<file path="config.mk">
export PLATFORM = sky130hd
export DESIGN_NAME = bbc_cfg_apb
export DESIGN_NICKNAME = d
export VERILOG_FILES = /design/src/bbc_pkg.sv /design/src/bbc_cfg_apb.sv
export SDC_FILE = /design/constraint.sdc
export NUM_CORES = 1
export LEC_CHECK = 0
export BUFFER_PORTS_ARGS = -buffer_cell sky130_fd_sc_hd__buf_2
export CORE_MARGIN = 2
export CORE_UTILIZATION = 23
export CTS_CLUSTER_DIAMETER = 150
export DETAILED_ROUTE_END_ITERATION = 7
export PLACE_DENSITY = 0.8
export REMOVE_ABC_BUFFERS = 1
export SYNTH_ARGS = -nofsm -noshare
export SYNTH_HDL_FRONTEND = slang
export SYNTH_SLANG_ARGS = --single-unit
</file>
<file path="constraint.sdc">
create_clock -name clk_32m -period 0.8 [get_ports clk_32m]
set_input_delay 0.04 -clock clk_32m [delete_from_list [all_inputs] [get_ports clk_32m]]
set_output_delay 0.04 -clock clk_32m [all_outputs]
set_load 0.01 [all_outputs]
</file>
<file path="src/bbc_pkg.sv">
package bbc_pkg;

	// one cpu memory cycle, held by the core for the whole access
	typedef struct packed {
		logic [15:0] adr;
		logic [3:0]  romsel; // sideways bank from the romsel latch
		logic        we;
		logic [7:0]  wdata;
	} cpu_bus_t;

	// download loader write port
	typedef struct packed {
		logic        active;
		logic        we;
		logic [24:0] addr; // bit 24 set selects the rom store
		logic [7:0]  data;
	} loader_bus_t;

	typedef struct packed {
		logic [8:0]  zero;
		logic [15:0] adr;
	} sdram_main_t;

	typedef struct packed {
		logic [6:0]  marker; // always 1 for sideways space
		logic [3:0]  romsel;
		logic [13:0] offset;
	} sdram_sideways_t;

	// same sdram word, seen as main ram or as a sideways bank
	typedef union packed {
		sdram_main_t     main;
		sdram_sideways_t sideways;
	} sdram_addr_u;

	// request towards the external sdram controller
	typedef struct packed {
		logic        valid;
		logic        we;
		sdram_addr_u addr;
		logic [7:0]  wdata;
	} sdram_req_t;

	// control register fields, bit 0 is reset_req
	typedef struct packed {
		logic autoboot;
		logic rom_map_low; // basic in bank 0, mmfs in bank 2
		logic reset_req;
	} bbc_cfg_t;

	typedef enum logic [1:0] {
		rom_os    = 2'd0,
		rom_basic = 2'd1,
		rom_mmfs  = 2'd2
	} rom_id_t;

	// apb register offsets
	localparam logic [11:0] reg_ctrl   = 12'h000;
	localparam logic [11:0] reg_status = 12'h004;

endpackage

</file>
<file path="src/bbc_cfg_apb.sv">
module bbc_cfg_apb (
	input  logic              clk_32m,
	input  logic              reset,
	input  logic [11:0]       paddr,
	input  logic              psel,
	input  logic              penable,
	input  logic              pwrite,
	input  logic [31:0]       pwdata,
	output logic [31:0]       prdata,
	output logic              pready,
	output logic              pslverr,
	output bbc_pkg::bbc_cfg_t cfg,
	input  logic              cpu_reset,
	input  logic              loader_active,
	input  logic              autoboot_shift
);

	logic ctrl_wr;

	assign pready = 1'b1; // no wait states

	// write lands in the access phase
	assign ctrl_wr = psel && penable && pwrite && (paddr == bbc_pkg::reg_ctrl);

	always_ff @(posedge clk_32m) begin
		if (reset) begin
			cfg <= '0;
		end else if (ctrl_wr) begin
			cfg <= bbc_pkg::bbc_cfg_t'(pwdata[2:0]);
		end
	end

	// read mux and error flag
	always_comb begin
		prdata  = 32'd0;
		pslverr = 1'b0;
		case (paddr)
			bbc_pkg::reg_ctrl: begin
				prdata = {29'd0, cfg};
			end
			bbc_pkg::reg_status: begin
				prdata = {29'd0, autoboot_shift, loader_active, cpu_reset}; // live bits
			end
			default: begin
				pslverr = psel && penable;
			end
		endcase
	end

endmodule

</file>
== Word-level counts from Yosys, hierarchy flattened ==
Index checks and enable logic that the tools add are counted.

* Bits in registers: 3
* Bits in latches: 0
* Memory bits (writable): 0
* ROM bits: 0
* Output and inout port bits: 37
* Word-level logic and storage cells: 11
* Memories: 0

* Add/subtract/negate cells: 0
* Multiply operators: 0
* Divide/modulo/power cells: 0
* Magnitude comparators: 0
* Equality and inequality tests: 1
* Shift-type cells: 0
* Muxes and demuxes: 2
* Bitwise logic cells: 0
* Reductions and logical operators: 5

{| class="wikitable"
|+ Operators by type and width
! operator !! number
|-
| 12-bit by 3-bit == test with 1-bit output (second input constant) || 1
|-
| 12-bit logical NOT || 1
|-
| 3-bit one-hot mux with 2 select lines || 1
|-
| 1-bit logical AND || 3
|-
| 2-bit OR reduction || 1
|-
| 1-bit two-way mux || 1
|}

== Logic depth before layout (Yosys ltp) ==
* Depth in word-level cells: 3
* Gate-level depth with buffers: 3
* Depth with buffers taken out: 3

== Worst setup path after synthesis ==
No wires, ideal clock.

* Path kind: input port to flip-flop
* Start: in paddr[8]
* End: reg cfg[0] (netlist name)
* Library setup time: 0.120 ns
* Data arrival time: 0.639 ns
* Required time: 0.680 ns
* Path slack: 0.041 ns
* Stages on the path: 3
* Buffers on the path: 0
* Cell sequence: nor4_4 > nand4_2 > mux2i_1

* Word-level cells in the longest chain between the ends: 2

{| class="wikitable"
|+ Ends and longest elaborated chain
! element !! line !! RTL
|-
| from (decl) || bbc_cfg_apb.sv:4 || <nowiki>input logic [11:0] paddr,</nowiki>
|-
| 12-bit logical NOT || bbc_cfg_apb.sv:23 || <nowiki>assign ctrl_wr = psel && penable && pwrite && (paddr == bbc_pkg::reg_ctrl);</nowiki>
|-
| 1-bit logical AND || bbc_cfg_apb.sv:23 ||
|-
| to (signal assigned) || bbc_cfg_apb.sv:29 || <nowiki>cfg <= bbc_pkg::bbc_cfg_t'(pwdata[2:0]);</nowiki>
|-
| to (decl) || bbc_cfg_apb.sv:12 || <nowiki>output bbc_pkg::bbc_cfg_t cfg,</nowiki>
|}

No other way between the ends.
A chain may end at the register's enable or synchronous reset.

== Final worst setup path ==
* Start: in paddr[3]
* End: out pslverr

* Word-level cells in the longest chain between the ends: 3

{| class="wikitable"
|+ Ends and longest elaborated chain
! element !! line !! RTL
|-
| 12-bit by 3-bit == test with 1-bit output / 12-bit logical NOT (equally long branches) || bbc_cfg_apb.sv:37 || <nowiki>case (paddr)</nowiki>
|-
| 2-bit OR reduction (no line) * || - ||
|-
| 1-bit two-way mux * || bbc_cfg_apb.sv:37 ||
|-
| to (decl) || bbc_cfg_apb.sv:11 || <nowiki>output logic pslverr,</nowiki>
|}

Every way passes the cells marked *; elsewhere a longest branch is shown, timed or not.

==> results.md <==
- Hpwl dp: between 1000 and 1500 µm
- Warnings from Yosys: 0
- Worst EP required: approximately 0.76 ns
- Hold_buf cts: 0
- Gr usage total: 11.32%
- Largest net degree at the start of global routing: 7
- Xor/xnor share of the synthesized area: 0%
- Fin Hold WS: between 0.05 and 0.06 ns
- Part of the cycle the worst path needs: 115.0%
- Drt pass-1 iters: 4
- Antenna Cells: 0
- Synth Area in Compound Gates: 0%
- Maximum VDD drop: 0.4970 mV
- Largest family of logic cells by synthesized area: buffers and inverters
- Max FO, Critical Path: 4
- PwrDens: 880.5 mW/mm²
- Share of layout cells above drive strength 1: 51.06%
- Area of the multi-input gates: between 300 and 400 µm²
- Nets: roughly 150
- Crit path kind: input pin to output port
- Most frequent cells in the layout: conb_1 (30), buf_2 (21), buf_6 (11)
- TritonCTS clock tree: done
- RSZ-0062 raised after global routing: yes
- Adder-cell area share of the yosys netlist: 0%
- Clk root buf: clkbuf_4
- Register-to-Register Path Depth: 4
- Pre-CTS setup slack: -0.2278 ns
- Post-synthesis mux area share: approximately an eighth
- Reg-to-reg slack, setup: roughly 0.03 ns
- Number of cells after detailed placement: 111
- Area Overhead vs Synth: 48.19%
- Seq cells post-synth: 3
- TritonCTS buffer count: 3
- First-pass GRT wire length: between 1500 and 2000 µm
- PortBufs: 29
- CP Capture Type: output port
- Die Area: between 0.002 and 0.0025 mm²
- Critical R2R Launch: cfg[1]
- Simple-Gate Fraction of Synth Area: ~27%
- Initial antenna violation count: 0
- Vias per inst: about 3.6
- Htree depth: 1
- Most common cell after layout, fill and taps aside: conb_1
- Netlist cell types: 12
- Clock Skew: 0 ns
- Clk sinks: 3
- Routed vias: 439
- Final hold violations: 0
- Gate Count Post-Synth: 57
- Vias in the first global route: approximately 420
- Failing checks: negative setup slack
- Status: finished with violations
- Maximum achievable frequency: about 1100 MHz
- Largest regs: cfg: 3 flops
- Grt total ovfl: 0
- Worst setup margin: -0.1203 ns
- Final cell count without fillers: between 100 and 150
- Startpoint types: input pin
- Wirelength, routed: between 1000 and 1500 µm
- Final Util: a little over a third
- CTS max path bufs: 2
- Storage cell area: roughly 64 µm²
- Critical path arrival: 0.88 ns
- Dpl cell area: 541.8 µm²
- Power Total: ~0.63 mW
- Routed Antenna Nets: 0
- Drt first-iter violations: 5
- Setup_tns: -0.5098 ns
- Min cycle time layout: between 0.9 and 1 ns
- DIE HEIGHT: roughly 50 µm
- Top-Level Pins: between 80 and 90
- Sequential share of the synthesized area: approximately 12%
- Max reg flops: 3
- Die width: about 50 µm
- Largest Register: cfg
- Max Cap Viol: 0
- Syn Std Cell Area: ~480 µm²
- Starting density of the core: 24.62%
- Leakage power: 0.4070 nW
- HP Class: input pin to flop
- Final Cell Area: just over 700 µm²
- Drt drc: 0
- Final setup violation count: 7
- Core Area: between 0.0015 and 0.002 mm²
- Max-slew violation count: 0
- Reg2reg end: cfg[1]
- Mean routed wirelength per cell: 11.20 µm
- Critical path origin: paddr[3]
- Clock latency at the later pin of the worst-skew pair: approximately 0.23 ns
- Filler instances: between 200 and 250
- Synthesized area per cell: 8.473 µm²
- Reg clk slew, reported paths: about 0.040 ns
- # rows: 16
- End of the critical path: pslverr
- GPL Wtd Cong: 0.7044
logic make-up after synthesis:
group,count (synthesis)
other,2
multiplexers,6
AND/OR/NAND/NOR,16
flip-flops,3
buffers and inverters,30
routing by layer:
metal,routed length [µm],track usage [%],vias up
li1,-,-,201
met1,450,11.05,195
met2,737,20.22,43
met3,168,4.848,0
met4,0,5.556,0
met5,0,0,-
synthesized netlist by cell type:
| master | count | area [µm²] |
|---|---|---|
| nand4_2 | 1 | 12.51 |
| nand3_1 | 1 | 5.000 |
| and3_1 | 1 | 6.260 |
| conb_1 | 2 | 7.510 |
| buf_4 | 30 | 225.2 |
| nor4_4 | 2 | 42.54 |
| nor2_1 | 3 | 11.26 |
| and4b_1 | 1 | 10.01 |
| dfxtp_1 | 3 | 60.06 |
| nor3_1 | 1 | 5.000 |
| mux2i_1 | 6 | 60.06 |
| nand2b_1 | 6 | 37.54 |
power breakdown:
part / internal (mW) / leakage [nW] / total (mW) / switching, mW
logic: 0.0836 / 0.366 / 0.205 / 0.121
registers: 0.150 / 0.0257 / 0.150 / 0.00000299
clock network: 0.188 / 0.0150 / 0.275 / 0.0878
worst max-delay path, cell delays in order:
cell and delay (ns):
buf_6 0.10, nor4_4 0.31, nand3_2 0.14, and3_4 0.18
buf_6 0.11
worst min-delay path by stage:
stage               startpoint      to  slack (ns)  cells past startpoint
global placement     pwdata[2]  cfg[2]        0.30                      3
finish               pwdata[1]  cfg[1]        0.06                      3
detailed placement   pwdata[1]  cfg[1]        0.31                      3
CTS                  pwdata[1]  cfg[1]        0.06                      3
global route         pwdata[1]  cfg[1]        0.06                      3
floorplan            pwdata[0]  cfg[0]        0.19                      2
what timing repair did:
item                       4_1_cts  5_1_grt
pin swaps                        5        3
buffers inserted                 6        0
cloned                           0        0
gates resized for setup         18        4
setup endpoints to repair        5       10
cell type report:
class	count	area share, %
Timing Repair Buffer	35	35.14
Clock buffer	4	3.671
Multi-Input combinational cell	52	47.55
Sequential cell	3	8.916
Tap cell	27	4.720
No activity file was read; power rests on OpenSTA's default activity.
