<file path="config.mk">
export PLATFORM = sky130hd
export DESIGN_NAME = bbc_reset_ctrl
export DESIGN_NICKNAME = d
export VERILOG_FILES = /design/src/bbc_pkg.sv /design/src/bbc_reset_ctrl.sv
export SDC_FILE = /design/constraint.sdc
export NUM_CORES = 1
export LEC_CHECK = 0
export ABC_AREA = 0
export BUFFER_PORTS_ARGS = -buffer_cell sky130_fd_sc_hd__buf_4
export CAP_MARGIN = 20
export CORE_MARGIN = 1
export CORE_UTILIZATION = 60
export CTS_BUF_LIST = sky130_fd_sc_hd__clkbuf_8
export DETAILED_ROUTE_END_ITERATION = 16
export GPL_TIMING_DRIVEN = 0
export PLACE_DENSITY = 0.78
export SLEW_MARGIN = 20
export SYNTH_ARGS = -nofsm -noshare
export SYNTH_HDL_FRONTEND = slang
export SYNTH_SLANG_ARGS = --single-unit
</file>
<file path="constraint.sdc">
create_clock -name clk_32m -period 8.1 [get_ports clk_32m]
set_input_delay 1.62 -clock clk_32m [delete_from_list [all_inputs] [get_ports clk_32m]]
set_output_delay 1.62 -clock clk_32m [all_outputs]
set_load 0.02 [all_outputs]
</file>
<file path="src/bbc_pkg.sv">
package bbc_pkg;

	// one cpu memory cycle, held by the core for the whole access
	typedef struct packed {
		logic [15:0] adr;
		logic [3:0]  romsel; // sideways bank from the romsel latch
		logic        we;
		logic [7:0]  wdata;
	} cpu_bus_t;

	// download loader write port
	typedef struct packed {
		logic        active;
		logic        we;
		logic [24:0] addr; // bit 24 set selects the rom store
		logic [7:0]  data;
	} loader_bus_t;

	typedef struct packed {
		logic [8:0]  zero;
		logic [15:0] adr;
	} sdram_main_t;

	typedef struct packed {
		logic [6:0]  marker; // always 1 for sideways space
		logic [3:0]  romsel;
		logic [13:0] offset;
	} sdram_sideways_t;

	// same sdram word, seen as main ram or as a sideways bank
	typedef union packed {
		sdram_main_t     main;
		sdram_sideways_t sideways;
	} sdram_addr_u;

	// request towards the external sdram controller
	typedef struct packed {
		logic        valid;
		logic        we;
		sdram_addr_u addr;
		logic [7:0]  wdata;
	} sdram_req_t;

	// control register fields, bit 0 is reset_req
	typedef struct packed {
		logic autoboot;
		logic rom_map_low; // basic in bank 0, mmfs in bank 2
		logic reset_req;
	} bbc_cfg_t;

	typedef enum logic [1:0] {
		rom_os    = 2'd0,
		rom_basic = 2'd1,
		rom_mmfs  = 2'd2
	} rom_id_t;

	// apb register offsets
	localparam logic [11:0] reg_ctrl   = 12'h000;
	localparam logic [11:0] reg_status = 12'h004;

endpackage

</file>
<file path="src/bbc_reset_ctrl.sv">
module bbc_reset_ctrl #(
	parameter int REMAP_HOLD      = 4095,
	parameter int AUTOBOOT_CYCLES = 32000000
) (
	input  logic              clk_32m,
	input  logic              reset,
	input  logic              mem_sync,
	input  logic              sdram_ready,
	input  bbc_pkg::bbc_cfg_t cfg,
	input  logic              loader_active,
	output logic              cpu_reset,
	output logic              autoboot_shift
);

	localparam int REMAP_W = $clog2(REMAP_HOLD + 1);
	localparam int BOOT_W  = $clog2(AUTOBOOT_CYCLES + 1);

	logic               last_map;
	logic [REMAP_W-1:0] remap_cnt;
	logic [BOOT_W-1:0]  boot_cnt;
	logic               reset_in;

	// hold the core in reset for a while after the rom mapping changes
	always_ff @(posedge clk_32m) begin
		if (reset) begin
			last_map  <= 1'b0;
			remap_cnt <= '0;
		end else begin
			last_map <= cfg.rom_map_low;
			if (last_map != cfg.rom_map_low) begin
				remap_cnt <= REMAP_W'(REMAP_HOLD);
			end else if (remap_cnt != '0) begin
				remap_cnt <= remap_cnt - REMAP_W'(1);
			end
		end
	end

	assign reset_in = reset || !sdram_ready || cfg.reset_req || loader_active ||
		(remap_cnt != '0);

	// core only leaves reset on a memory cycle boundary
	always_ff @(posedge clk_32m) begin
		if (reset || mem_sync) begin
			cpu_reset <= reset_in;
		end
	end

	// shift is held down for a fixed time once the core runs
	always_ff @(posedge clk_32m) begin
		if (reset || cpu_reset) begin
			boot_cnt <= BOOT_W'(AUTOBOOT_CYCLES);
		end else if (boot_cnt != '0) begin
			boot_cnt <= boot_cnt - BOOT_W'(1);
		end
	end

	assign autoboot_shift = cfg.autoboot && (boot_cnt != '0);

endmodule

</file>
Yosys cells after proc, flatten, opt, wreduce, memory -nomap -nowiden
Index checks and enable logic that the tools add are counted.

word-level totals
  output and inout bits = 2
  bits of input ports = 8
  logic and storage cells = 20
  register bits after elaboration = 39

operators by class
  add/subtract/negate cells = 2
  equality and inequality tests = 1
  multiplexer cells = 2
  reduce and logical (&&, ||, !) cells = 11

operators by type and width
  kind                     number
  $reduce_bool A25 Y1      1
  $sub A25 B1 Y25 const B  1
  $mux W12                 2
  $reduce_bool A12 Y1      1
  $sub A12 B1 Y12 const B  1
  $logic_or A1 B1 Y1       6
  $reduce_bool A2 Y1       1
  $logic_and A1 B1 Y1      1
  $logic_not A1 Y1         1
  $ne A1 B1 Y1             1

Longest topological paths before layout
Gate-level depths: netlist (run 1).

  depth after elaboration = 5
  depth in mapped cells = 9
  gate-level depth less buffers = 7

Worst setup path after synthesis (run 1)
No wires, ideal clock.

  path kind = register to output
  from = reg boot_cnt[0]
  to = out autoboot_shift
  cell stages (with the launch flop) = 9
  data arrival time = 2.199 ns
  required time = 6.480 ns
  path slack = 4.281 ns
  buffers on the path = 2
  path through = dfxtp_1 > inv_1 > ha_1 > or3b_2 > clkbuf_1 > or4_1 > or2_1 > buf_6 > and2_2

between the ends
  word-level cells in the longest chain between the ends = 2

RTL lines
  item                    RTL line              source
  from (decl)             bbc_reset_ctrl.sv:20  logic [BOOT_W-1:0] boot_cnt;
  from (signal assigned)  bbc_reset_ctrl.sv:51  boot_cnt <= BOOT_W'(AUTOBOOT_CYCLES);
  from (signal assigned)  bbc_reset_ctrl.sv:53  boot_cnt <= boot_cnt - BOOT_W'(1);
  $reduce_bool A25 Y1     bbc_reset_ctrl.sv:57  assign autoboot_shift = cfg.autoboot && (boot_cnt != '0);
  $logic_and A1 B1 Y1     bbc_reset_ctrl.sv:57
  to (decl)               bbc_reset_ctrl.sv:12  output logic autoboot_shift

No other way between the ends.

Worst setup path after layout (run 1)
Same ends and word-level chain as after synthesis.

==> results by group, run 1 <==
Power and ir drop
  • Static Leak: 0.786 nW
  • Power Dens Cells: 183 nW/um2
  • Maximum VDD drop: between 0.0001 and 0.00015 V

Clock network
  • Clk slew on worst S/H paths: approximately 0.070 ns
  • Clk root buf: clkbuf_8
  • TritonCTS clock tree: built
  • Clk buf depth: 2
  • Post-CTS Setup Inserts: 0
  • Sink Count: 39
  • Clk_lat worst skew: around 0.29 ns
  • H-tree levels: 2
  • Total CTS buffers: 5
  • Post-CTS sizing: 0
  • Cts hold-fix bufs: 0

Worst setup path
  • Crit path DAT: between 2 and 3 ns
  • Crit path from: boot_cnt[0]
  • Worst setup path end: autoboot_shift
  • Startpoint class of the critical path: register
  • Crit path kind: reg -> out
  • Crit Path Max Fanout: 8
  • Reg2reg setup slack: 5.49 ns
  • Critical R2R Capture: boot_cnt[11]
  • Worst r2r path cells: 9
  • Setup crit end kind: primary output
  • R2r startpoint: boot_cnt[0]
  • Critical path required time: ~6.5 ns

Routing
  • WL/cell: 14.2 um
  • First-iteration detailed-routing DRC count: 54
  • DRC violations left: 0
  • Vias per cell: about 6
  • DRT Pass-1 Iters: 4
  • Total number of vias: 1578
  • Routed wire length: between 3000 and 4000 um
  • DRT antenna net count: 0

STA
  • Final setup skew: 0.00439 ns
  • RSZ-0062 raised after global routing: no
  • Setup TNS: 0 ns
  • Rel. slew slack: between 40% and 50%
  • Maximum clock rate: approximately 230 MHz
  • Actual slew at the worst max-slew pin: around 0.76 ns
  • Hold Violations, Final: 0
  • Post-layout min period: about 4.4 ns
  • Max Slew Vio Count: 0
  • Final period utilization: a little over half
  • Setup Viol. Count Final: 0

Global route
  • Pin count of the biggest net entering global routing: 12
  • Global-route wire length before repair: ~6500 um
  • Gr usage total: around 26%
  • Global route overflow: 0
  • Number of global-route vias before repair: 1527
  • Initial antenna violation count: 0

Floorplan
  • Row count: 19
  • Die area: about 3400 um2
  • Ports: 10
  • Core area: 2850 um2
  • Initial Util: around 66%
  • Die height: 57.9 um
  • Die width: around 58 um

Cells and area
  • Layout fillers: between 200 and 250
  • Area grow syn2layout: 10.6%
  • ANT cells: 0
  • Most frequent cells in the layout: dfxtp_1, nor2_1, a21oi_1, nand2_1, xnor2_1
  • Nets: around 240
  • Commonest non-fill, non-tap cell in the layout: dfxtp_1
  • Post-route cell area: just over 2000 um2
  • Non-Filler Instances: between 200 and 300
  • Layout cells sized above 1: 15.6%

Placed design
  • Dpl cell area: slightly below 2000 um2
  • Placed cells: between 200 and 300
  • Post-DP HPWL: about 2800 um
  • Port bufs: 8
  • Gp weighted congestion: about 0.81

Min path
  • Hold WC Path Type: reg -> reg

Status
  • Status: finished clean

Yosys
  • Post-Syn Area: around 1900 um2
  • Ys Warns: 0
  • Post-synthesis cell count: 215
  • Avg Cell Area, Syn: a little under 9 um2
  • Net Count, Synth: ~230
  • Register area share after synthesis: between 40% and 50%
  • #FFs+latches synth: 39
  • Synth unique cells: 42

Job
  • Max_cap viols: 0
-- critical path, cell delays in order, from the launching register on --
cell      delay (ns)
dfxtp_1         0.33
inv_1           0.06
ha_1            0.17
or3b_2          0.45
clkbuf_1        0.17
or4_1           0.59
or2_1           0.26
buf_6           0.14
and2_2          0.19
buf_4           0.15
-- area by class of cell --
class | count | area (um2) | share of cell area [%]
plain buffers | 10 | 55.1 | 2.65
flip-flops and latches | 39 | 791 | 38.1
well taps | 31 | 38.8 | 1.87
clock buffers | 7 | 96.3 | 4.64
inverters | 4 | 15.0 | 0.724
clock inverters | 1 | 3.75 | 0.181
repair buffers | 8 | 60.1 | 2.90
multi-input cells | 162 | 1010 | 48.9
-- cell families after synthesis --
kind of cell	synth area share, %
multiplexers	0.600
AND/OR/NAND/NOR	28.4
flip-flops	42.2
AO/OA/AOI/OAI	13.3
adder cells (fa/ha/maj)	2.00
XOR/XNOR	9.81
buffers and inverters	3.74
-- worst min-delay path by stage --
stage,from,to,cells past startpoint
2_1_floorplan,boot_cnt[13],boot_cnt[13],2
3_3_place_gp,boot_cnt[13],boot_cnt[13],2
3_5_place_dp,boot_cnt[6],boot_cnt[6],2
4_1_cts,boot_cnt[6],boot_cnt[6],2
5_1_grt,boot_cnt[13],boot_cnt[13],2
6_report,boot_cnt[6],boot_cnt[6],2
-- per-layer routing --
layer	global-route usage [%]	vias to the layer above	wire [um]
li1	-	804	-
met1	29.4	739	1700
met2	44.0	27	1830
met3	7.59	8	125
met4	11.6	0	70
met5	0	-	0
-- power breakdown --
group	switching [mW]	internal, mW
Clock	0.0653	0.0764
Combinational	0.0168	0.0152
Sequential	0.00617	0.200
-- cell usage after synthesis (all sizes together) --
cell type,count,share of area (%)
a211o,1,0.47
a211oi,1,0.40
a21oi,18,4.8
a31oi,2,0.67
and2,2,0.73
and3,1,0.60
buf,4,1.7
clkbuf,6,1.2
dfxtp,38,41
edfxtp,1,1.6
ha,3,2.0
inv,4,0.80
mux2,1,0.60
nand2,12,2.4
nand2b,4,1.3
nand3,4,1.1
nand3b,2,0.80
nand4,1,0.33
nor2,23,4.6
nor2b,2,0.67
nor3,5,1.3
nor4,9,3.0
nor4b,2,0.93
o211ai,4,1.6
o21ai,10,2.7
o21bai,1,0.40
o31a,1,0.53
o31ai,2,0.80
o41ai,2,0.93
or2,7,2.3
or3,11,3.9
or3b,1,0.47
or4,9,3.9
xnor2,11,5.1
xor2,10,4.7
-- state kept, by name (all words and copies together) (netlist names) --
| signal | flops |
|---|---|
| last_map | 1 |
| remap_cnt | 12 |
| cpu_reset | 1 |
| boot_cnt | 25 |
-- per-stage QoR --
stage,util (%),setup slack (ns),power [mW],hold slack (ns)
global placement,69.2,4.06,0.239,0.464
global route,72.7,3.55,0.393,0.509
floorplan,-,4.28,0.233,0.451
CTS,72.7,3.69,0.384,0.481
detailed placement,69.2,4.03,0.242,0.470
finish,72.7,3.68,0.379,0.478
No activity file was read; power rests on OpenSTA's default activity.
==> run 2: changes to the inputs <==
CORE_UTILIZATION = 56   (was 60)
PLACE_DENSITY = 0.77   (was 0.78)
clock period = 3.9 ns   (was 8.1 ns; I/O delays follow)
==> run 2 against run 1 <==
Compared with the run above:
- final area increased by 0.78%
- count of clock-buffer cells in the layout stayed put
- die area grew 6.9%
- largest power group unchanged
- highest routed layer unchanged
==> results by group, run 2 (synthesis results as in run 1) <==
Status
  • Status: finished clean

Floorplan
  • Die width: 59.9 um (+3.4%)
  • Core area: 3100 um2 (+8.8%)
  • Initial Util: 60.4% (-5.3 points)
  • Ports: 10 (unchanged)
  • Die area: 3580 um2 (+6.9%)
  • Die height: 59.9 um (+3.4%)
  • Row count: 20 (+1)

Min path
  • Hold WC Path Type: reg -> reg
  • Worst hold stages: 2 (unchanged)
  • Hold_sp: boot_cnt[13]
  • Hold Path Sink: boot_cnt[13]

STA
  • Final hold slack: 0.489 ns (+0.0108 ns)
  • Final setup skew: 0.00420 ns (-0.000187 ns)
  • Actual slew at the worst max-slew pin: 0.760 ns (+0.00441 ns)
  • Setup Viol. Count Final: 0 (unchanged)
  • Maximum clock rate: approximately 280 MHz
  • Max Slew Vio Count: 0 (unchanged)
  • Final period utilization: between 90% and 100%
  • Post-layout min period: about 3.5 ns
  • Rel. slew slack: 48.8% (-0.30 points)
  • Setup TNS: 0 ns (unchanged)
  • RSZ-0062 raised after global routing: no
  • Hold Violations, Final: 0 (unchanged)

Routing
  • First-iteration detailed-routing DRC count: 71 (+31%)
  • DRT Pass-1 Iters: 4 (unchanged)
  • Vias per cell: 5.76 (-4.4%)
  • DRT antenna net count: 0 (unchanged)
  • Routed wire length: 3900 um (+4.7%)
  • DRC violations left: 0 (unchanged)
  • WL/cell: 14.2 um (-0.23%)
  • Total number of vias: 1584 (+0.38%)

Worst setup path
  • Worst r2r path cells: 9 (unchanged)
  • Critical R2R Capture: boot_cnt[3]
  • R2r startpoint: boot_cnt[0]
  • Critical path required time: 3.12 ns (-3.36 ns)
  • Setup crit end kind: primary output
  • Startpoint class of the critical path: register
  • Crit path kind: reg -> out
  • Crit path DAT: 2.75 ns (-0.05 ns)
  • Reg2reg setup slack: 1.34 ns (-4.15 ns)
  • Crit Path Max Fanout: 8 (unchanged)

Global route
  • Pin count of the biggest net entering global routing: 12 (unchanged)
  • Global route overflow: 0 (unchanged)
  • Gr usage total: 24.7% (-0.92 points)
  • Global-route wire length before repair: 6530 um (+0.74%)
  • Initial antenna violation count: 0 (unchanged)
  • Number of global-route vias before repair: 1519 (-0.52%)

Clock network
  • Clk buf depth: 2 (unchanged)
  • Clk_lat worst skew: 0.29 ns (about the same)
  • Cts hold-fix bufs: 0 (unchanged)
  • Post-CTS Setup Inserts: 0 (unchanged)
  • TritonCTS clock tree: built
  • Clk slew on worst S/H paths: 0.07 ns (about the same)
  • Total CTS buffers: 5 (unchanged)
  • H-tree levels: 2 (unchanged)
  • Post-CTS sizing: 0 (unchanged)
  • Sink Count: 39 (unchanged)
  • Clk root buf: clkbuf_8

Cells and area
  • Layout Utilization: 67.4% (-5.3 points)
  • ANT cells: 0 (unchanged)
  • Nets: 241 (unchanged)
  • Area grow syn2layout: 11.5%
  • Largest registers: boot_cnt x25, remap_cnt x12
  • Most frequent cells in the layout: dfxtp_1, nor2_1, a21oi_1, nand2_1, xnor2_1
  • Layout cells sized above 1: 15.6% (unchanged)
  • Top register by number of flip-flops: boot_cnt
  • Commonest non-fill, non-tap cell in the layout: dfxtp_1
  • Non-Filler Instances: 275 (+5.0%)
  • Largest register FFs: 25 (unchanged)

Placed design
  • Gp weighted congestion: 0.782 (-3.5%)
  • Placed cells: 267 (+5.1%)
  • Port bufs: 8 (unchanged)
  • Post-DP HPWL: 2750 um (-0.22%)

Power and ir drop
  • Power Dens Cells: 377 nW/um2 (+110%)
  • Total power: 788 uW (+110%)
  • Static Leak: 0.786 nW (unchanged)
  • Maximum VDD drop: 0.000306 V (+110%)

Job
  • Max_cap viols: 0 (unchanged)
## run 2: cell counts in the layout (fill, tap and decap cells not counted)
Identical to the previous run, type by type.
## run 2: metal layers
layer	routed length, um	vias to the layer above	share of wire [%]	global-route usage (%)
li1	-	792	-	-
met1	1840	751	47	30.4
met2	1830	33	47	39.8
met3	156	8	4.0	7.79
met4	76	0	1.9	9.97
met5	0	-	0	0
## run 2: worst max-delay path by stage
stage | start | slack, ns | to | depth (start not counted)
floorplan | boot_cnt[0] | 0.92 | autoboot_shift | 8
global placement | boot_cnt[0] | 0.71 | autoboot_shift | 9
detailed placement | boot_cnt[0] | 0.70 | autoboot_shift | 9
CTS | boot_cnt[0] | 0.37 | autoboot_shift | 9
global route | boot_cnt[0] | 0.26 | autoboot_shift | 9
finish | boot_cnt[0] | 0.37 | autoboot_shift | 9
## run 2: stage by stage
step	worst slack, ns	instance area [um2]
detailed placement	0.695	1990
global route	0.264	2090
global placement	0.709	1990
finish	0.375	2090
CTS	0.367	2090
floorplan	0.921	1880
## run 2: critical path, cell delays in order, from the launching register on
cell and delay (ns):
dfxtp_1 0.33, inv_1 0.06, ha_1 0.16, or3b_2 0.44, clkbuf_1 0.17, or4_1 0.56, or2_1 0.25, buf_6 0.14
and2_2 0.18, buf_4 0.15
## run 2: report_power, final
group / internal [mW] / leakage, nW / switching [mW] / total (mW)
logic: 0.0315 / 0.412 / 0.0349 / 0.0664
clock network: 0.159 / 0.0557 / 0.136 / 0.295
registers: 0.414 / 0.318 / 0.0127 / 0.427
## run 2: layout make-up
cell class	instances	area [um2]
clock buffer	7	96.3
clock inverter	1	3.75
sequential	39	791
fill	274	1010
buffer	10	55.1
inverter	4	15.0
timing repair buffer	8	60.1
tap	44	55.1
multi-input combinational	162	1010
==> run 3: changes to the inputs <==
CORE_UTILIZATION = 50   (was 56)
PLACE_DENSITY = 0.7   (was 0.77)
==> run 3 against run 2 <==
Compared with the run above:
- critical path depth unchanged
- non-clock buffer count unchanged
- count of clock-buffer cells in the layout fell by 2
- largest power group unchanged
- critical endpoint unchanged
- first-iteration DRC count decreased by 21%
- highest routed layer unchanged
- setup slack lost 0.042 ns
==> results by group, run 3 (synthesis results as in run 1) <==
Worst setup path
  • Critical R2R Capture: boot_cnt[16]
  • Crit path DAT: 2.79 ns (+0.04 ns)
  • Worst r2r path cells: 9 (unchanged)
  • Critical path required time: 3.12 ns (about the same)
  • Crit path kind: reg -> out
  • Setup crit end kind: primary output
  • Reg2reg setup slack: 1.27 ns (-0.07 ns)
  • Crit path from: boot_cnt[0]
  • Crit Path Max Fanout: 8 (unchanged)
  • R2r startpoint: boot_cnt[0]
  • Startpoint class of the critical path: register

Cells and area
  • Top register by number of flip-flops: boot_cnt
  • Largest registers: boot_cnt x25, remap_cnt x12
  • ANT cells: 0 (unchanged)
  • Area grow syn2layout: 10.3%
  • FF+latch area: 791 um2 (unchanged)
  • Layout cells sized above 1: 14.8% (-0.80 points)
  • Multi-input gate area: 1010 um2 (unchanged)
  • Commonest non-fill, non-tap cell in the layout: dfxtp_1
  • Layout Utilization: 59.7% (-7.7 points)
  • Largest register FFs: 25 (unchanged)
  • Most frequent cells in the layout: dfxtp_1, nor2_1, a21oi_1, nand2_1, xnor2_1
  • Nets: 241 (unchanged)
  • Layout fillers: 322 (+18%)

Floorplan
  • Row count: 21 (+5.0%)
  • Die width: 63.2 um (+5.6%)
  • Initial Util: 54.1% (-6.4 points)
  • Die height: 63.2 um (+5.6%)
  • Die area: 4000 um2 (+12%)
  • Ports: 10 (unchanged)
  • Core area: 3470 um2 (+12%)

Routing
  • Routed wire length: 3710 um (-5.0%)
  • Total number of vias: 1566 (-1.1%)
  • DRC violations left: 0 (unchanged)
  • WL/cell: 13.4 um (-5.4%)
  • DRT antenna net count: 0 (unchanged)
  • DRT Pass-1 Iters: 4 (unchanged)
  • First-iteration detailed-routing DRC count: 56 (-21%)
  • Vias per cell: 5.67 (-1.5%)

Min path
  • Hold_sp: boot_cnt[24]
  • Hold Path Sink: boot_cnt[24]
  • Hold WC Path Type: reg -> reg
  • Worst hold stages: 2 (unchanged)

STA
  • Rel. slew slack: 47.8% (-1.1 points)
  • RSZ-0062 raised after global routing: no
  • Post-layout min period: 3.57 ns (+0.0425 ns)
  • Final setup skew: 0.00573 ns (+0.00153 ns)
  • Max Slew Vio Count: 0 (unchanged)
  • Final period utilization: 91.5% (+1.1 points)
  • Actual slew at the worst max-slew pin: 0.776 ns (+0.0156 ns)
  • Maximum clock rate: 280 MHz (-1.2%)
  • Setup Viol. Count Final: 0 (unchanged)
  • Hold Violations, Final: 0 (unchanged)
  • Setup TNS: 0 ns (unchanged)

Clock network
  • Total CTS buffers: 5 (unchanged)
  • Post-CTS sizing: 0 (unchanged)
  • Cts hold-fix bufs: 0 (unchanged)
  • Clk root buf: clkbuf_8
  • H-tree levels: 2 (unchanged)
  • Clk buf depth: 2 (unchanged)
  • Post-CTS Setup Inserts: 0 (unchanged)
  • TritonCTS clock tree: built
  • Clk_lat worst skew: 0.29 ns (about the same)
  • Sink Count: 39 (unchanged)
  • Clk slew on worst S/H paths: 0.07 ns (about the same)

Power and ir drop
  • Power Dens Cells: 359 nW/um2 (-4.7%)
  • Static Leak: 0.777 nW (-1.2%)
  • Total power: 743 uW (-5.7%)
  • Maximum VDD drop: 0.000207 V (-32%)

Placed design
  • Post-DP HPWL: 2780 um (+0.82%)
  • Gp weighted congestion: 0.833 (+6.5%)
  • Port bufs: 8 (unchanged)

Global route
  • Pin count of the biggest net entering global routing: 12 (unchanged)
  • Global route overflow: 0 (unchanged)
  • Number of global-route vias before repair: 1561 (+2.8%)
  • Gr usage total: 20.9% (-3.8 points)
  • Global-route wire length before repair: 6530 um (unchanged)
  • Initial antenna violation count: 0 (unchanged)

Status
  • Status: finished clean

Job
  • Max_cap viols: 0 (unchanged)
run 3: area by class of cell:
class | count | share of cell area [%]
plain buffers | 10 | 2.66
well taps | 46 | 2.78
clock inverters | 2 | 0.363
inverters | 4 | 0.726
multi-input cells | 162 | 49.0
flip-flops and latches | 39 | 38.2
repair buffers | 8 | 2.90
clock buffers | 5 | 3.33
run 3: how the worst max path moves through the flow:
stage                     end  slack [ns]  cells past startpoint
3_3_place_gp   autoboot_shift        0.70                      9
3_5_place_dp   autoboot_shift        0.66                      9
6_report       autoboot_shift        0.33                      9
5_1_grt        autoboot_shift        0.22                      9
4_1_cts        autoboot_shift        0.33                      9
2_1_floorplan  autoboot_shift        0.92                      8
run 3: where the power goes:
| part | switching, mW | internal, mW | leakage [nW] |
|---|---|---|---|
| Sequential | 0.0131 | 0.414 | 0.318 |
| Clock | 0.132 | 0.118 | 0.0466 |
| Combinational | 0.0341 | 0.0317 | 0.412 |
| Total | 0.179 | 0.564 | 0.777 |
run 3: metal layers:
layer / part of all wire [%] / global-route usage (%) / vias to the layer above / wire, um
met1: 46 / 23.1 / 730 / 1710
met4: 1.7 / 8.81 / 0 / 63
li1: - / - / 800 / -
met3: 3.3 / 5.43 / 6 / 121
met2: 49 / 37.4 / 30 / 1820
met5: 0 / 0 / - / 0
run 3: worst max-delay path, cell delays in order (launching register included):
cell and delay [ns]:
dfxtp_1 0.34, inv_1 0.07, ha_1 0.17, or3b_2 0.44
clkbuf_1 0.17, or4_1 0.57, or2_1 0.26, buf_6 0.14
and2_2 0.19, buf_4 0.15
run 3: per-stage QoR:
step	area (um2)	hold WS (ns)	setup slack (ns)	std cells
finish	2070	0.493	0.332	276
global route	2070	0.523	0.224	276
CTS	2070	0.490	0.327	276
detailed placement	1990	0.481	0.657	269
global placement	1990	0.465	0.701	269
floorplan	1880	0.451	0.921	215
