File: src/bbc_pkg.sv
package bbc_pkg;

	// one cpu memory cycle, held by the core for the whole access
	typedef struct packed {
		logic [15:0] adr;
		logic [3:0]  romsel; // sideways bank from the romsel latch
		logic        we;
		logic [7:0]  wdata;
	} cpu_bus_t;

	// download loader write port
	typedef struct packed {
		logic        active;
		logic        we;
		logic [24:0] addr; // bit 24 set selects the rom store
		logic [7:0]  data;
	} loader_bus_t;

	typedef struct packed {
		logic [8:0]  zero;
		logic [15:0] adr;
	} sdram_main_t;

	typedef struct packed {
		logic [6:0]  marker; // always 1 for sideways space
		logic [3:0]  romsel;
		logic [13:0] offset;
	} sdram_sideways_t;

	// same sdram word, seen as main ram or as a sideways bank
	typedef union packed {
		sdram_main_t     main;
		sdram_sideways_t sideways;
	} sdram_addr_u;

	// request towards the external sdram controller
	typedef struct packed {
		logic        valid;
		logic        we;
		sdram_addr_u addr;
		logic [7:0]  wdata;
	} sdram_req_t;

	// control register fields, bit 0 is reset_req
	typedef struct packed {
		logic autoboot;
		logic rom_map_low; // basic in bank 0, mmfs in bank 2
		logic reset_req;
	} bbc_cfg_t;

	typedef enum logic [1:0] {
		rom_os    = 2'd0,
		rom_basic = 2'd1,
		rom_mmfs  = 2'd2
	} rom_id_t;

	// apb register offsets
	localparam logic [11:0] reg_ctrl   = 12'h000;
	localparam logic [11:0] reg_status = 12'h004;

endpackage

File: src/bbc_mem_map.sv
module bbc_mem_map #(
	parameter int ROM_AW = 14
) (
	input  logic                 clk_32m,
	input  logic                 reset,
	input  bbc_pkg::cpu_bus_t    cpu,
	input  logic                 mem_sync,
	output logic [7:0]           cpu_rdata,
	output logic                 cpu_rvalid,
	input  bbc_pkg::loader_bus_t loader,
	input  logic                 rom_map_low,
	output bbc_pkg::sdram_req_t  sdram_req,
	input  logic                 sdram_ack,
	input  logic [7:0]           sdram_rdata,
	output logic                 rom_wr_en,
	output bbc_pkg::rom_id_t     rom_wr_rom,
	output logic [ROM_AW-1:0]    rom_wr_addr,
	output logic [7:0]           rom_wr_data,
	output bbc_pkg::rom_id_t     rom_rd_rom,
	output logic [ROM_AW-1:0]    rom_rd_addr,
	input  logic [7:0]           rom_rd_data
);

	localparam logic [1:0] st_idle  = 2'd0;
	localparam logic [1:0] st_rom   = 2'd1;
	localparam logic [1:0] st_sdram = 2'd2;

	logic [1:0]           state;
	logic                 bank_rom, basic_hit, mmfs_hit, shadow_hit;
	logic                 os_hit, main_hit, swram_hit, rom_hit;
	logic                 use_sdram, ld_sdram, ld_done;
	logic                 rd_ff, req_cpu;
	logic                 req_valid, req_we;
	logic [7:0]           req_wdata;
	bbc_pkg::sdram_addr_u req_addr, cpu_addr;

	// bank decode, basic and mmfs move with the rom mapping
	assign bank_rom   = cpu.adr[15:14] == 2'b10;
	assign basic_hit  = bank_rom && (cpu.romsel == (rom_map_low ? 4'h0 : 4'he));
	assign mmfs_hit   = bank_rom && (cpu.romsel == (rom_map_low ? 4'h2 : 4'hc));
	assign shadow_hit = bank_rom && (cpu.romsel == 4'ha);
	assign os_hit     = cpu.adr[15:14] == 2'b11;
	assign main_hit   = !cpu.adr[15];
	assign swram_hit  = bank_rom && (cpu.romsel[3:2] == 2'b01); // banks 4 to 7
	assign rom_hit    = basic_hit || mmfs_hit || os_hit;

	// shadowed bank a is ram, so writes go through as well
	assign use_sdram = main_hit || swram_hit || shadow_hit;

	always_comb begin
		if (basic_hit) begin
			rom_rd_rom = bbc_pkg::rom_basic;
		end else if (mmfs_hit) begin
			rom_rd_rom = bbc_pkg::rom_mmfs;
		end else begin
			rom_rd_rom = bbc_pkg::rom_os;
		end
	end

	assign rom_rd_addr = cpu.adr[ROM_AW-1:0];

	always_comb begin
		if (main_hit) begin
			cpu_addr.main.zero = 9'd0;
			cpu_addr.main.adr  = cpu.adr;
		end else begin
			cpu_addr.sideways.marker = 7'd1;
			cpu_addr.sideways.romsel = cpu.romsel;
			cpu_addr.sideways.offset = cpu.adr[13:0];
		end
	end

	// loader rom writes bypass the fsm
	assign rom_wr_en   = loader.active && loader.we && loader.addr[24];
	assign rom_wr_rom  = bbc_pkg::rom_id_t'(loader.addr[15:14]);
	assign rom_wr_addr = loader.addr[ROM_AW-1:0];
	assign rom_wr_data = loader.data;

	// one request per loader write strobe
	assign ld_sdram = loader.active && loader.we && !loader.addr[24] && !ld_done;

	always_ff @(posedge clk_32m) begin
		if (reset) begin
			state      <= st_idle;
			req_valid  <= 1'b0;
			cpu_rvalid <= 1'b0;
			ld_done    <= 1'b0;
		end else begin
			cpu_rvalid <= 1'b0;
			if (!loader.we) begin
				ld_done <= 1'b0;
			end
			case (state)
				st_idle: begin
					if (ld_sdram) begin
						state     <= st_sdram;
						req_valid <= 1'b1;
						req_cpu   <= 1'b0;
						req_we    <= 1'b1;
						req_addr  <= loader.addr;
						req_wdata <= loader.data;
					end else if (mem_sync && !loader.active) begin
						if (use_sdram) begin
							state     <= st_sdram;
							req_valid <= 1'b1;
							req_cpu   <= 1'b1;
							req_we    <= cpu.we;
							req_addr  <= cpu_addr;
							req_wdata <= cpu.wdata;
						end else begin
							state <= st_rom;
							rd_ff <= cpu.we || !rom_hit; // unassigned or suppressed
						end
					end
				end
				st_rom: begin
					state      <= st_idle;
					cpu_rvalid <= 1'b1;
					cpu_rdata  <= rd_ff ? 8'hff : rom_rd_data;
				end
				st_sdram: begin
					if (sdram_ack) begin
						state      <= st_idle;
						req_valid  <= 1'b0;
						cpu_rvalid <= req_cpu;
						cpu_rdata  <= sdram_rdata;
						if (!req_cpu) begin
							ld_done <= 1'b1;
						end
					end
				end
				default: begin
					state <= st_idle;
				end
			endcase
		end
	end

	assign sdram_req = '{valid: req_valid, we: req_we, addr: req_addr, wdata: req_wdata};

endmodule

File: config.mk
export PLATFORM = sky130hd
export DESIGN_NAME = bbc_mem_map
export DESIGN_NICKNAME = d
export VERILOG_FILES = /design/src/bbc_pkg.sv /design/src/bbc_mem_map.sv
export SDC_FILE = /design/constraint.sdc
export NUM_CORES = 1
export LEC_CHECK = 0
export BUFFER_PORTS_ARGS = -buffer_cell sky130_fd_sc_hd__buf_2
export CORE_MARGIN = 4
export CORE_UTILIZATION = 40
export CTS_CLUSTER_SIZE = 25
export DETAILED_ROUTE_END_ITERATION = 6
export PLACE_DENSITY_LB_ADDON = 0.2
export SYNTH_ARGS = -nofsm -noshare
export SYNTH_HDL_FRONTEND = slang
export SYNTH_SLANG_ARGS = --single-unit
File: constraint.sdc
create_clock -name clk_32m -period 10.98 [get_ports clk_32m]
set_clock_uncertainty 0.1 [all_clocks]
set_input_delay 0.549 -clock clk_32m [delete_from_list [all_inputs] [get_ports clk_32m]]
set_output_delay 0.549 -clock clk_32m [all_outputs]
set_load 0.005 [all_outputs]
# == After elaboration in Yosys (flattened, before gate mapping) ==
# Cells that the tools add are included.
# classes
multipliers,0
n_addsub,0
n_shift,0
div,0
bitwise_logic,3
n_lt_le_gt_ge,0
n_eq_ne,11
reduce_logical,29
n_mux,32
# op_table
operator,n
$mux W25,3
$mux W8,5
$mux W19,1
$pmux W8 S2,1
$mux W2,6
$mux W1,11
$logic_and A1 B1 Y1,9
$eq A4 B4 Y1,2
$mux W4,2
$reduce_and A4 Y1,2
$reduce_bool A2 Y1,4
$eq A2 B2 Y1 const B,3
$ne A3 B3 Y1 const B,2
$logic_not A1 Y1,5
$logic_or A1 B1 Y1,5
$reduce_and A5 Y1,1
$eq A2 B1 Y1 const B,2
$eq A4 B4 Y1 const B,1
$pmux W1 S2,2
$pmux W2 S2,1
$not A1 Y1,3
$reduce_and A3 Y1,1
$logic_not A2 Y1,1
$ne A2 B2 Y1 const B,1
$reduce_and A2 Y1,1
# word_totals
output_inout_bits,85
rom_bits,0
ram_bits,0
wordCells,85
ff_bits,49
latchBits,0
input_bits,85
memories,0

# == Longest topological paths before layout ==
# Gate-level depths: netlist (run 1).
# logic_depth
ltp_word,8
depth_mapped,7
ltp_nobuf,6

# == Worst setup path before layout (run 1) ==
# Ideal clock, no wire load.
# synth_timing
path_type,input to register
startpoint,input port cpu[9] (netlist name)
endpoint,register req_addr[0] (netlist name) (enable)
arrival_ps,3800
path_slack_ps,6600
stages,4
cell_sequence,nor4bb_1 > o21ba_2 > o21ai_0 > a211oi_1
# synth_via
elab_chain_len,5
# synth_rtl
element,line_no,source
"start, declared",bbc_mem_map.sv:6,"input bbc_pkg::cpu_bus_t cpu,"
$eq A4 B4 Y1,bbc_mem_map.sv:41,assign shadow_hit = bank_rom && (cpu.romsel == 4'ha);
$logic_and A1 B1 Y1,bbc_mem_map.sv:41,
$logic_or A1 B1 Y1,bbc_mem_map.sv:48,assign use_sdram = main_hit || swram_hit || shadow_hit;
$reduce_bool A2 Y1 (no line),-,
$reduce_and A4 Y1 (no line),-,
"end signal, assigned",bbc_mem_map.sv:100,req_addr <= loader.addr;
"end signal, assigned",bbc_mem_map.sv:108,req_addr <= cpu_addr;
"end, declared",bbc_mem_map.sv:35,"bbc_pkg::sdram_addr_u req_addr, cpu_addr;"
# No other way between the ends.
# A chain may end at the register's enable or synchronous reset.

# == Worst setup path after layout (run 1) ==
# layout_timing
startpoint,input port loader[33] (netlist name)
endpoint,register req_addr[0] (netlist name) (enable)
# layout_via
elab_chain_len,5
# layout_rtl
element,line_no,source
"start, declared",bbc_mem_map.sv:10,"input bbc_pkg::loader_bus_t loader,"
$logic_and A1 B1 Y1 (*) (3 in a row),bbc_mem_map.sv:80,assign ld_sdram = loader.active && loader.we && !loader.addr[24] && !ld_done;
$reduce_bool A2 Y1 (no line),-,
$reduce_and A4 Y1 (no line) (*),-,
# Mark *: on every way between the ends. The rest lies on a longest branch, timed or not.

==> impl_results.md, run 1 <==
- Starting Density: 0.421
- Worst-path fanout max: 34
- Crit share post-route: 0.335
- DR iter-0 viols: 80
- Crit path cell chain: buf_2, nand2_1, nor3_4, inv_2, nand2_1, o21ai_0, a211oi_4, buf_4
- Worst slew margin: 0.270
- RSZ-0062 raised after global routing: no
- Post-CTS sizing: 0
- MaxCap Viol Count: 0
- CTS tree: done
- Min Hold Slack: 385 ps
- Most frequent cells after synthesis: nand2_1, edfxtp_1, buf_4, nor2_1, clkbuf_1
- Post-synth ARST share: 0
- Post-synth EDFFs: 44
- Post-placement cell count: 456
- Final Max Slew Viols: 0
- Dpl cell area: 3160 sq um
- Startpoint Class: primary input
- CTS H-tree depth: 2
- Count leader, synth: nand2_1
- Post-route cell area: 3270 sq um
- Initial antenna violation count: 0
- Mapped Nets: 350
- Crit Path Class: primary input to flip-flop
- Main synth FF type: edfxtp_1
- Share of cells above drive strength 1: 0.470
- Synth warn: 0
- Pre-CTS WS: 6840 ps
- RD Place Congestion: 0.854
- Die area: 7710 sq um
- Clk Latency, worst-skew pair: 290 ps
- Nets@finish: 476
- Final WS setup: 7310 ps
- WL/cell: 13.4 um
- Rows: 28
- First-pass GRT wire length: 9390 um
- Cts hold-fix bufs: 0
- CP peak stage delay: 830 ps
- Slowest-stage cell, CP: nor3_4
- Clock-pin slew on the worst setup and hold paths: 90 ps
- Via count: 2145
- Die span in x: 87.8 um
- Avg Inst Size Synth: 9.73 sq um
- Final min period: 3670 ps
- Vias per cell: 4.62
- Global Route Usage Sum: 0.159
- Number of global-route vias before repair: 2066
- I/O Pins: 170
- # diodes: 0
- WP data required: 10850 ps
- Worst EP arrival: 3540 ps
- CTS buffer count: 5
- Fmax: 0.272 GHz
- Core ar.: 6060 sq um
- Tightest Pin Transition: 1090 ps
- Cell Area, Synth: 2550 sq um
- Power Dens Cells: 129 nW/um^2
- Max VDD drop: 0.0571 mV
- Total routed wirelength: 6220 um
- Crit path top cell by count: nand2_1
- Worst hold path type: flip-flop to flip-flop
- Sequential-to-total area share from yosys stat: 0.558
- Die Y: 87.8 um
- Grt total ovfl: 0
- Yosys reg bits: 49
- Area Growth Syn to Fin: 28.3%
- Clock root buffer: clkbuf_8
- Final HPWL DP: 4980 um
- Post-synth top area share: 0.518
- Final hold viol count: 0
- Run status: finished clean
- Drt first pass iters: 4
- Drt drc: 0
- Largest net degree at the start of global routing: 35
- # port buffers: 169
- Non-filler cells, final: 464
- Mapped Cells: 262
- CTS max path bufs: 2
- Sink Count: 49
- Top post-synthesis cells by area: edfxtp_1, nand2_1, buf_4
- Synth cell types: 32
- Yosys top cell by area: edfxtp_1
- Post-CTS Setup Bufs: 0
- Fin Setup TNS: 0 ps
- Final setup viols: 0
- Post-route ant nets: 0
- Worst setup EP type: flip-flop
- Pleak: 1.58 nW
-- logic make-up (layout without fill, tap and decap cells) --
kind of cell,count (synthesis),after routing,share of synthesized area
flip-flops,49,49,0.558
buffers and inverters,55,182,0.141
adder cells (fa/ha/maj),3,3,0.0147
XOR/XNOR,1,1,0.00344
other,1,1,0.00147
AND/OR/NAND/NOR,128,128,0.214
AO/OA/AOI/OAI,24,24,0.0638
multiplexers,1,1,0.00393
-- worst paths after layout --
check                                              end  cells after the start                   start  slack (ps)
worst max-delay path             req_addr[0]$_DFFE_PP_                      8              loader[33]        7310
worst max register to register   req_addr[0]$_DFFE_PP_                      6      ld_done$_SDFF_PP0_        7330
worst min-delay path            req_valid$_SDFFE_PP0P_                      2  req_valid$_SDFFE_PP0P_         390
worst min register to register  req_valid$_SDFFE_PP0P_                      2  req_valid$_SDFFE_PP0P_         390
-- state kept, by name, indices dropped and copies added (netlist names) --
register	flops
req_addr	25
cpu_rvalid	1
ld_done	1
state	2
req_wdata	8
rd_ff	1
cpu_rdata	8
req_we	1
req_valid	1
req_cpu	1
-- metal layers --
metal  GRT usage  share of wire  vias to the layer above
li1            -              -                     1074
met1       0.178           0.37                      958
met2       0.279           0.50                      109
met3      0.0640           0.12                        4
met4      0.0446         0.0095                        0
met5           0              0                        -
-- worst max-delay path, delay by kind of cell --
| kind | cells | cell delay [ps] |
|---|---|---|
| simple gates | 3 | 1160 |
| compound gates | 2 | 770 |
| buf+inv | 3 | 1040 |
-- report_power, final --
part | total [mW] | leakage, nW | switching [mW] | internal, mW
combinational | 0.0772 | 1.08 | 0.0419 | 0.0353
clock | 0.124 | 0.0528 | 0.0564 | 0.0673
sequential | 0.220 | 0.443 | 0.00302 | 0.217
total | 0.421 | 1.58 | 0.101 | 0.320
-- layout make-up --
cell class | instances | area (sq um)
Multi-Input combinational cell | 158 | 779
Tap cell | 75 | 93.8
Sequential cell | 49 | 1420
Inverter | 4 | 15.0
Timing Repair Buffer | 170 | 853
Clock buffer | 6 | 72.6
Clock inverter | 2 | 33.8
Fill cell | 577 | 2790
-- cell usage in the layout (no fill, tap or decap), types with 2 or more instances in the layout --
cell type,Yosys,routed
and2_1,6,6
nor2_1,16,16
o211ai_1,2,2
a21o_1,2,2
nand2_1,90,90
nor2b_1,3,3
and3_1,2,2
ha_1,3,3
nand3_1,4,4
a21oi_1,4,4
buf_2,0,169
o21ai_0,9,9
dfxtp_1,5,5
clkbuf_8,0,5
inv_1,3,3
edfxtp_1,44,44
nand2b_1,3,3
-- stage by stage --
step                      utilization  power [mW]
after detailed placement        0.522       0.303
after CTS                       0.539       0.426
after global placement          0.522       0.301
after global routing            0.539       0.443
final                           0.539       0.421
after floorplan                     -       0.272
(Power assumes the default switching activity.)
==> inputs of run 2 (changes only) <==
--- a/config.mk
+++ b/config.mk
@@ -5,6 +5,7 @@
 export SDC_FILE = /design/constraint.sdc
 export NUM_CORES = 1
 export LEC_CHECK = 0
+export ABC_AREA = 1
 export BUFFER_PORTS_ARGS = -buffer_cell sky130_fd_sc_hd__buf_2
 export CORE_MARGIN = 4
 export CORE_UTILIZATION = 40
==> constraint.sdc (replaced) <==
create_clock -name clk_32m -period 3.5 [get_ports clk_32m]
set_clock_uncertainty 0.1 [all_clocks]
set_input_delay 0.175 -clock clk_32m [delete_from_list [all_inputs] [get_ports clk_32m]]
set_output_delay 0.175 -clock clk_32m [all_outputs]
set_load 0.005 [all_outputs]
==> impl_results.md, run 2 <==
- RD Place Congestion: 0.732
- Critical Path End: req_addr[13]$_DFFE_PP_
- Buf+Inv Stages, Crit Path: 2
- Yosys top cell by area: edfxtp_1
- WP data required: 3390 ps
- Worst flop-to-flop path endpoint: req_addr[13]$_DFFE_PP_
- Grt total ovfl: 0
- MaxCap Viol Count: 0
- Most used routing layer in global routing: met2
- Die span in x: 88.2 um
- Switching share of power: 0.258
- Synth cell types: 28
- Commonest cells after routing, fill and taps aside: buf_2, nand2_1, edfxtp_1
- Startpoint Class: flip-flop
- Share of cells above drive strength 1: 0.456
- Final Max Slew Viols: 0
- Comb pwr share: 0.207
- Number of global-route vias before repair: 2025
- Non-filler cells, final: 485
- Fmax: 0.379 GHz
- Via count: 2131
- Count leader, synth: nand2_1
- RSZ-0062 raised after global routing: no
- Initial antenna violation count: 0
- Post-CTS sizing: 0
- Slowest-stage cell, CP: a21oi_4
- Final hold viol count: 0
- Mapped Nets: 368
- Largest net degree at the start of global routing: 35
- Post-synth top area share: 0.514
- Global Route Usage Sum: 0.152
- # diodes: 0
- Final HPWL DP: 5140 um
- Final core utilization: 0.545
- Largest registers: req_addr (25), cpu_rdata (8), req_wdata (8)
- Post-synth EDFFs: 44
- Crit path from: ld_done$_SDFF_PP0_
- Post-synth ARST share: 0
- Crit share post-route: 0.753
- CP top delay family: simple AND/OR/NAND/NOR gates
- Clk Latency, worst-skew pair: 290 ps
- CTS tree: done
- Clock root buffer: clkbuf_8
- Clock-pin slew on the worst setup and hold paths: 90 ps
- Worst setup EP type: flip-flop
- Tightest Pin Transition: 730 ps
- Drt first pass iters: 6
- Worst EP arrival: 2530 ps
- Avg Inst Size Synth: 9.18 sq um
- Starting Density: 0.424
- Post-placement cell count: 476
- Switching power of the nets: 360 uW
- Met2 Use GR: 0.268
- Max reg flops: 25
- Rows: 28
- Yosys reg bits: 49
- Worst hold path type: primary input to flip-flop
- Mapped Cells: 280
- Most common cell after layout, fill and taps aside: buf_2
- CTS max path bufs: 2
- CTS buffer count: 5
- Reg with most FFs: req_addr
- Nets@finish: 497
- Post-route ant nets: 0
- Power Dens Cells: 421 nW/um^2
- # port buffers: 169
- Worst slew margin: 0.512
- Core ar.: 6060 sq um
- Most frequent cells after synthesis: nand2_1, edfxtp_1, buf_4, inv_1, nor2_1
- Stages on worst setup path: 8
- Total routed wirelength: 6290 um
- Vias per cell: 4.39
- Cell Area, Synth: 2570 sq um
- Met3 Use GR: 0.0452
- Die area: 7770 sq um
- Pleak: 1.68 nW
- Sink Count: 49
- First-pass GRT wire length: 9050 um
- Crit Path Class: flip-flop to flip-flop
- Final setup viols: 0
- CTS H-tree depth: 2
- Worst-path fanout max: 34
- Clk network pwr share: 0.281
- Internal Dissipation: 1.03 mW
- R2R Path Start: ld_done$_SDFF_PP0_
- Final min period: 2640 ps
- Sequential-to-total area share from yosys stat: 0.553
- Max VDD drop: 0.212 mV
- CP peak stage delay: 590 ps
- DR iter-0 viols: 130
- Top post-synthesis cells by area: edfxtp_1, nand2_1, buf_4
- Run status: finished clean
- Main synth FF type: edfxtp_1
- Drt drc: 0
- GR Layer Usage met1: 0.181
- Sequential power share: 0.512
- Area Growth Syn to Fin: 28.6%
- I/O Pins: 170
- R2R depth: 8
- WL/cell: 13.0 um
- Die Y: 88.2 um
- Fin Setup TNS: 0 ps
- Synth warn: 0
- Crit path cell chain: nor2_2, nand2_4, inv_6, nor2_8, nand2_2, nand3_1, a21oi_4, buf_4
- Reg2reg setup slack: 860 ps
==> run 2: changes by cell type after synthesis, sizes merged, moves of 5 or more <==
cell    before  now
inv          4   25
clkbuf      10    3
nand2       90  100
buf         41   46
and2         6    0
nor2        16   24
==> run 2: cell families (layout without fill, tap and decap cells) <==
group                      after synthesis  count (layout)  share of synthesized area
AOI/OAI and AO/OA                       19              19                     0.0414
xor gates and xnor gates                 1               1                    0.00341
adders and majority gates                3               3                     0.0146
buffers and inverters                   74             204                      0.172
DFF                                     49              49                      0.553
other                                    1               1                    0.00146
and+or+nand+nor                        133             133                      0.214
==> run 2: area by class of cell <==
class | count | area (sq um)
Clock buffer | 5 | 68.8
Multi-Input combinational cell | 157 | 717
Sequential cell | 49 | 1420
Tap cell | 75 | 93.8
Fill cell | 603 | 2760
Clock inverter | 3 | 41.3
Inverter | 25 | 98.8
Timing Repair Buffer | 171 | 863
==> run 2: per-stage QoR <==
| stage | setup slack [ps] | instance area [sq um] | power, mW | hold WS [ps] |
|---|---|---|---|---|
| global placement | 908 | 3180 | 1.01 | 277 |
| global route | 620 | 3300 | 1.47 | 23.8 |
| detailed placement | 828 | 3180 | 1.02 | 283 |
| CTS | 805 | 3300 | 1.41 | 25.2 |
| floorplan | 407 | 2570 | 0.908 | 144 |
| finish | 863 | 3300 | 1.39 | 43.7 |
==> run 2: worst register-to-register path, cell delays in order (launching register included) <==
cell     delay [ps]
dfxtp_1         330
nor2_2          150
nand2_4         250
inv_6           320
nor2_8           60
nand2_2         100
nand3_1         110
a21oi_4         590
buf_4           340
==> run 2: how the worst min path moves through the flow <==
stage / slack [ps] / endpoint / cells after the start / start
after floorplan: 140 / ld_done$_SDFF_PP0_ / 1 / reset
after global placement: 280 / state[1]$_SDFFE_PP0P_ / 2 / reset
after detailed placement: 280 / ld_done$_SDFF_PP0_ / 2 / reset
after CTS: 30 / ld_done$_SDFF_PP0_ / 3 / loader[33]
after global routing: 20 / ld_done$_SDFF_PP0_ / 3 / loader[33]
final: 40 / ld_done$_SDFF_PP0_ / 3 / loader[33]
==> run 2: repair_timing <==
action / 4_1_cts / 5_1_grt
hold buffers: 1 / 0
setup buffers: 0 / 0
hold endpoints to repair: 2 / 0
==> run 2: layer usage <==
metal | routed length [um] | vias to the layer above | part of all wire
li1 | - | 1105 | -
met1 | 2330 | 933 | 0.37
met2 | 3250 | 89 | 0.52
met3 | 653 | 4 | 0.10
met4 | 56 | 0 | 0.0089
met5 | 0 | - | 0
==> run 2: power by group through the flow <==
stage	clock [mW]	sequential (mW)	combinational [mW]
2_1_floorplan	0	0.731	0.177
3_3_place_gp	0	0.724	0.285
3_5_place_dp	0	0.727	0.292
4_1_cts	0.403	0.714	0.294
5_1_grt	0.429	0.718	0.326
6_report	0.392	0.713	0.289
==> inputs of run 3 (changes only) <==
--- a/config.mk
+++ b/config.mk
@@ -5,10 +5,10 @@
 export SDC_FILE = /design/constraint.sdc
 export NUM_CORES = 1
 export LEC_CHECK = 0
-export ABC_AREA = 1
+export ABC_AREA = 0
 export BUFFER_PORTS_ARGS = -buffer_cell sky130_fd_sc_hd__buf_2
 export CORE_MARGIN = 4
-export CORE_UTILIZATION = 40
+export CORE_UTILIZATION = 38
 export CTS_CLUSTER_SIZE = 25
 export DETAILED_ROUTE_END_ITERATION = 6
 export PLACE_DENSITY_LB_ADDON = 0.2
==> constraint.sdc (replaced) <==
create_clock -name clk_32m -period 2.4 [get_ports clk_32m]
set_clock_uncertainty 0.1 [all_clocks]
set_input_delay 0.12 -clock clk_32m [delete_from_list [all_inputs] [get_ports clk_32m]]
set_output_delay 0.12 -clock clk_32m [all_outputs]
set_load 0.005 [all_outputs]
==> impl_results.md, run 3 (synthesis gave the netlist of run 1 again) <==
- RSZ-0062 raised after global routing: no
- Final HPWL DP: 4830 um
- Starting Density: 0.397
- Total routed wirelength: 6560 um
- Die Y: 89.9 um
- Min Hold Slack: 11.2 ps
- Die span in x: 89.9 um
- Via count: 2318
- Clock root buffer: clkbuf_8
- Share of cells above drive strength 1: 0.433
- Most common cell after layout, fill and taps aside: buf_2
- Core ar.: 6420 sq um
- DR iter-0 viols: 55
- Fin Setup TNS: 0 ps
- Sink Count: 49
- Nets@finish: 526
- Post-CTS sizing: 0
- Die area: 8080 sq um
- Power Dens Cells: 505 nW/um^2
- Critical Path End: req_wdata[0]$_DFFE_PP_
- Clock-pin slew on the worst setup and hold paths: 90 ps
- Max VDD drop: 0.231 mV
- R2R depth: 6
- WL/cell: 12.7 um
- Fillers: 571
- Footprint of the multi-input gates: 779 sq um
- Worst-path fanout max: 19
- Max reg flops: 25
- Final Max Slew Viols: 0
- Drt first pass iters: 4
- Drt drc: 0
- Reg with most FFs: req_addr
- Final setup viols: 0
- Post-route cell area: 3750 sq um
- Worst hold path type: primary input to flip-flop
- Register area: 1420 sq um
- Global Route Usage Sum: 0.161
- Vias per cell: 4.49
- Crit path from: loader[33]
- I/O Pins: 170
- Run status: finished clean
- MaxCap Viol Count: 0
- Power, Total: 1.90 mW
- Worst setup EP type: flip-flop
- Crit Path Class: primary input to flip-flop
- Worst slew margin: 0.591
- First-pass GRT wire length: 10700 um
- Startpoint Class: primary input
- Grt total ovfl: 0
- Fmax: 0.498 GHz
- Area Growth Syn to Fin: 47.2%
- Initial antenna violation count: 0
- Pleak: 1.78 nW
- Commonest cells after routing, fill and taps aside: buf_2, nand2_1, dlygate4sd3_1
- Dpl cell area: 3220 sq um
- Reg2reg setup slack: 550 ps
- Tightest Pin Transition: 611 ps
- # diodes: 0
- CTS buffer count: 5
- RD Place Congestion: 0.725
- Largest registers: req_addr (25), cpu_rdata (8), req_wdata (8)
- WP data required: 2350 ps
- Crit share post-route: 0.837
- Worst flop-to-flop path endpoint: req_wdata[0]$_DFFE_PP_
- # port buffers: 169
- Final min period: 2010 ps
- Number of global-route vias before repair: 2308
- CTS max path bufs: 2
- Post-CTS Setup Bufs: 0
- Clk Latency, worst-skew pair: 290 ps
- R2R Path Start: ld_done$_SDFF_PP0_
- Final hold viol count: 0
- CTS H-tree depth: 2
- Rows: 29
- CTS tree: done
- Largest net degree at the start of global routing: 32
- Worst EP arrival: 1960 ps
- Post-route ant nets: 0
[run 3: layout make-up]
cell class | count | area share
Sequential cell | 49 | 0.379
Clock buffer | 5 | 0.0183
Clock inverter | 3 | 0.00467
Inverter | 4 | 0.00400
Timing Repair Buffer | 220 | 0.361
Multi-Input combinational cell | 158 | 0.208
Tap cell | 77 | 0.0257
[run 3: how the worst min path moves through the flow]
| stage | slack (ps) | end | from | depth (start not counted) |
|---|---|---|---|---|
| 6_report | 10 | cpu_rvalid$_SDFF_PP0_ | sdram_ack | 3 |
| 5_1_grt | 5 | req_addr[15]$_DFFE_PP_ | loader[23] | 3 |
| 4_1_cts | 0.3 | req_addr[7]$_DFFE_PP_ | cpu[20] | 3 |
| 3_5_place_dp | 290 | ld_done$_SDFF_PP0_ | loader[33] | 3 |
| 3_3_place_gp | 290 | ld_done$_SDFF_PP0_ | loader[33] | 3 |
| 2_1_floorplan | 90 | state[0]$_SDFFE_PP0P_ | reset | 1 |
[run 3: power by group]
| part | internal [mW] | total [mW] | switching [mW] |
|---|---|---|---|
| logic | 0.225 | 0.427 | 0.203 |
| registers | 0.992 | 1.01 | 0.0142 |
| clock network | 0.201 | 0.462 | 0.261 |
[run 3: timing repair]
item	4_1_cts	5_1_grt
endpoints found under the setup margin	0	0
hold buffers	45	0
endpoints found under the hold margin	30	0
[run 3: through the flow]
step	worst slack [ps]	utilization	std cells
floorplan	12.3	-	262
global placement	465	0.501	463
detailed placement	449	0.501	463
CTS	404	0.584	516
global route	312	0.584	516
finish	391	0.584	516
[run 3: critical path: stages]
cell and delay [ps]:
dlygate4sd3_1 520, buf_2 120, nand2_1 80, nor3_4 150, inv_2 70, buf_4 210
nand2_1 90, nand2_1 50, dlygate4sd3_1 550
[run 3: per-layer routing]
layer,track usage,vias up,share of wire
li1,-,1174,-
met1,0.172,1033,0.39
met2,0.301,104,0.52
met3,0.0492,7,0.078
met4,0.0497,0,0.013
met5,0,-,0
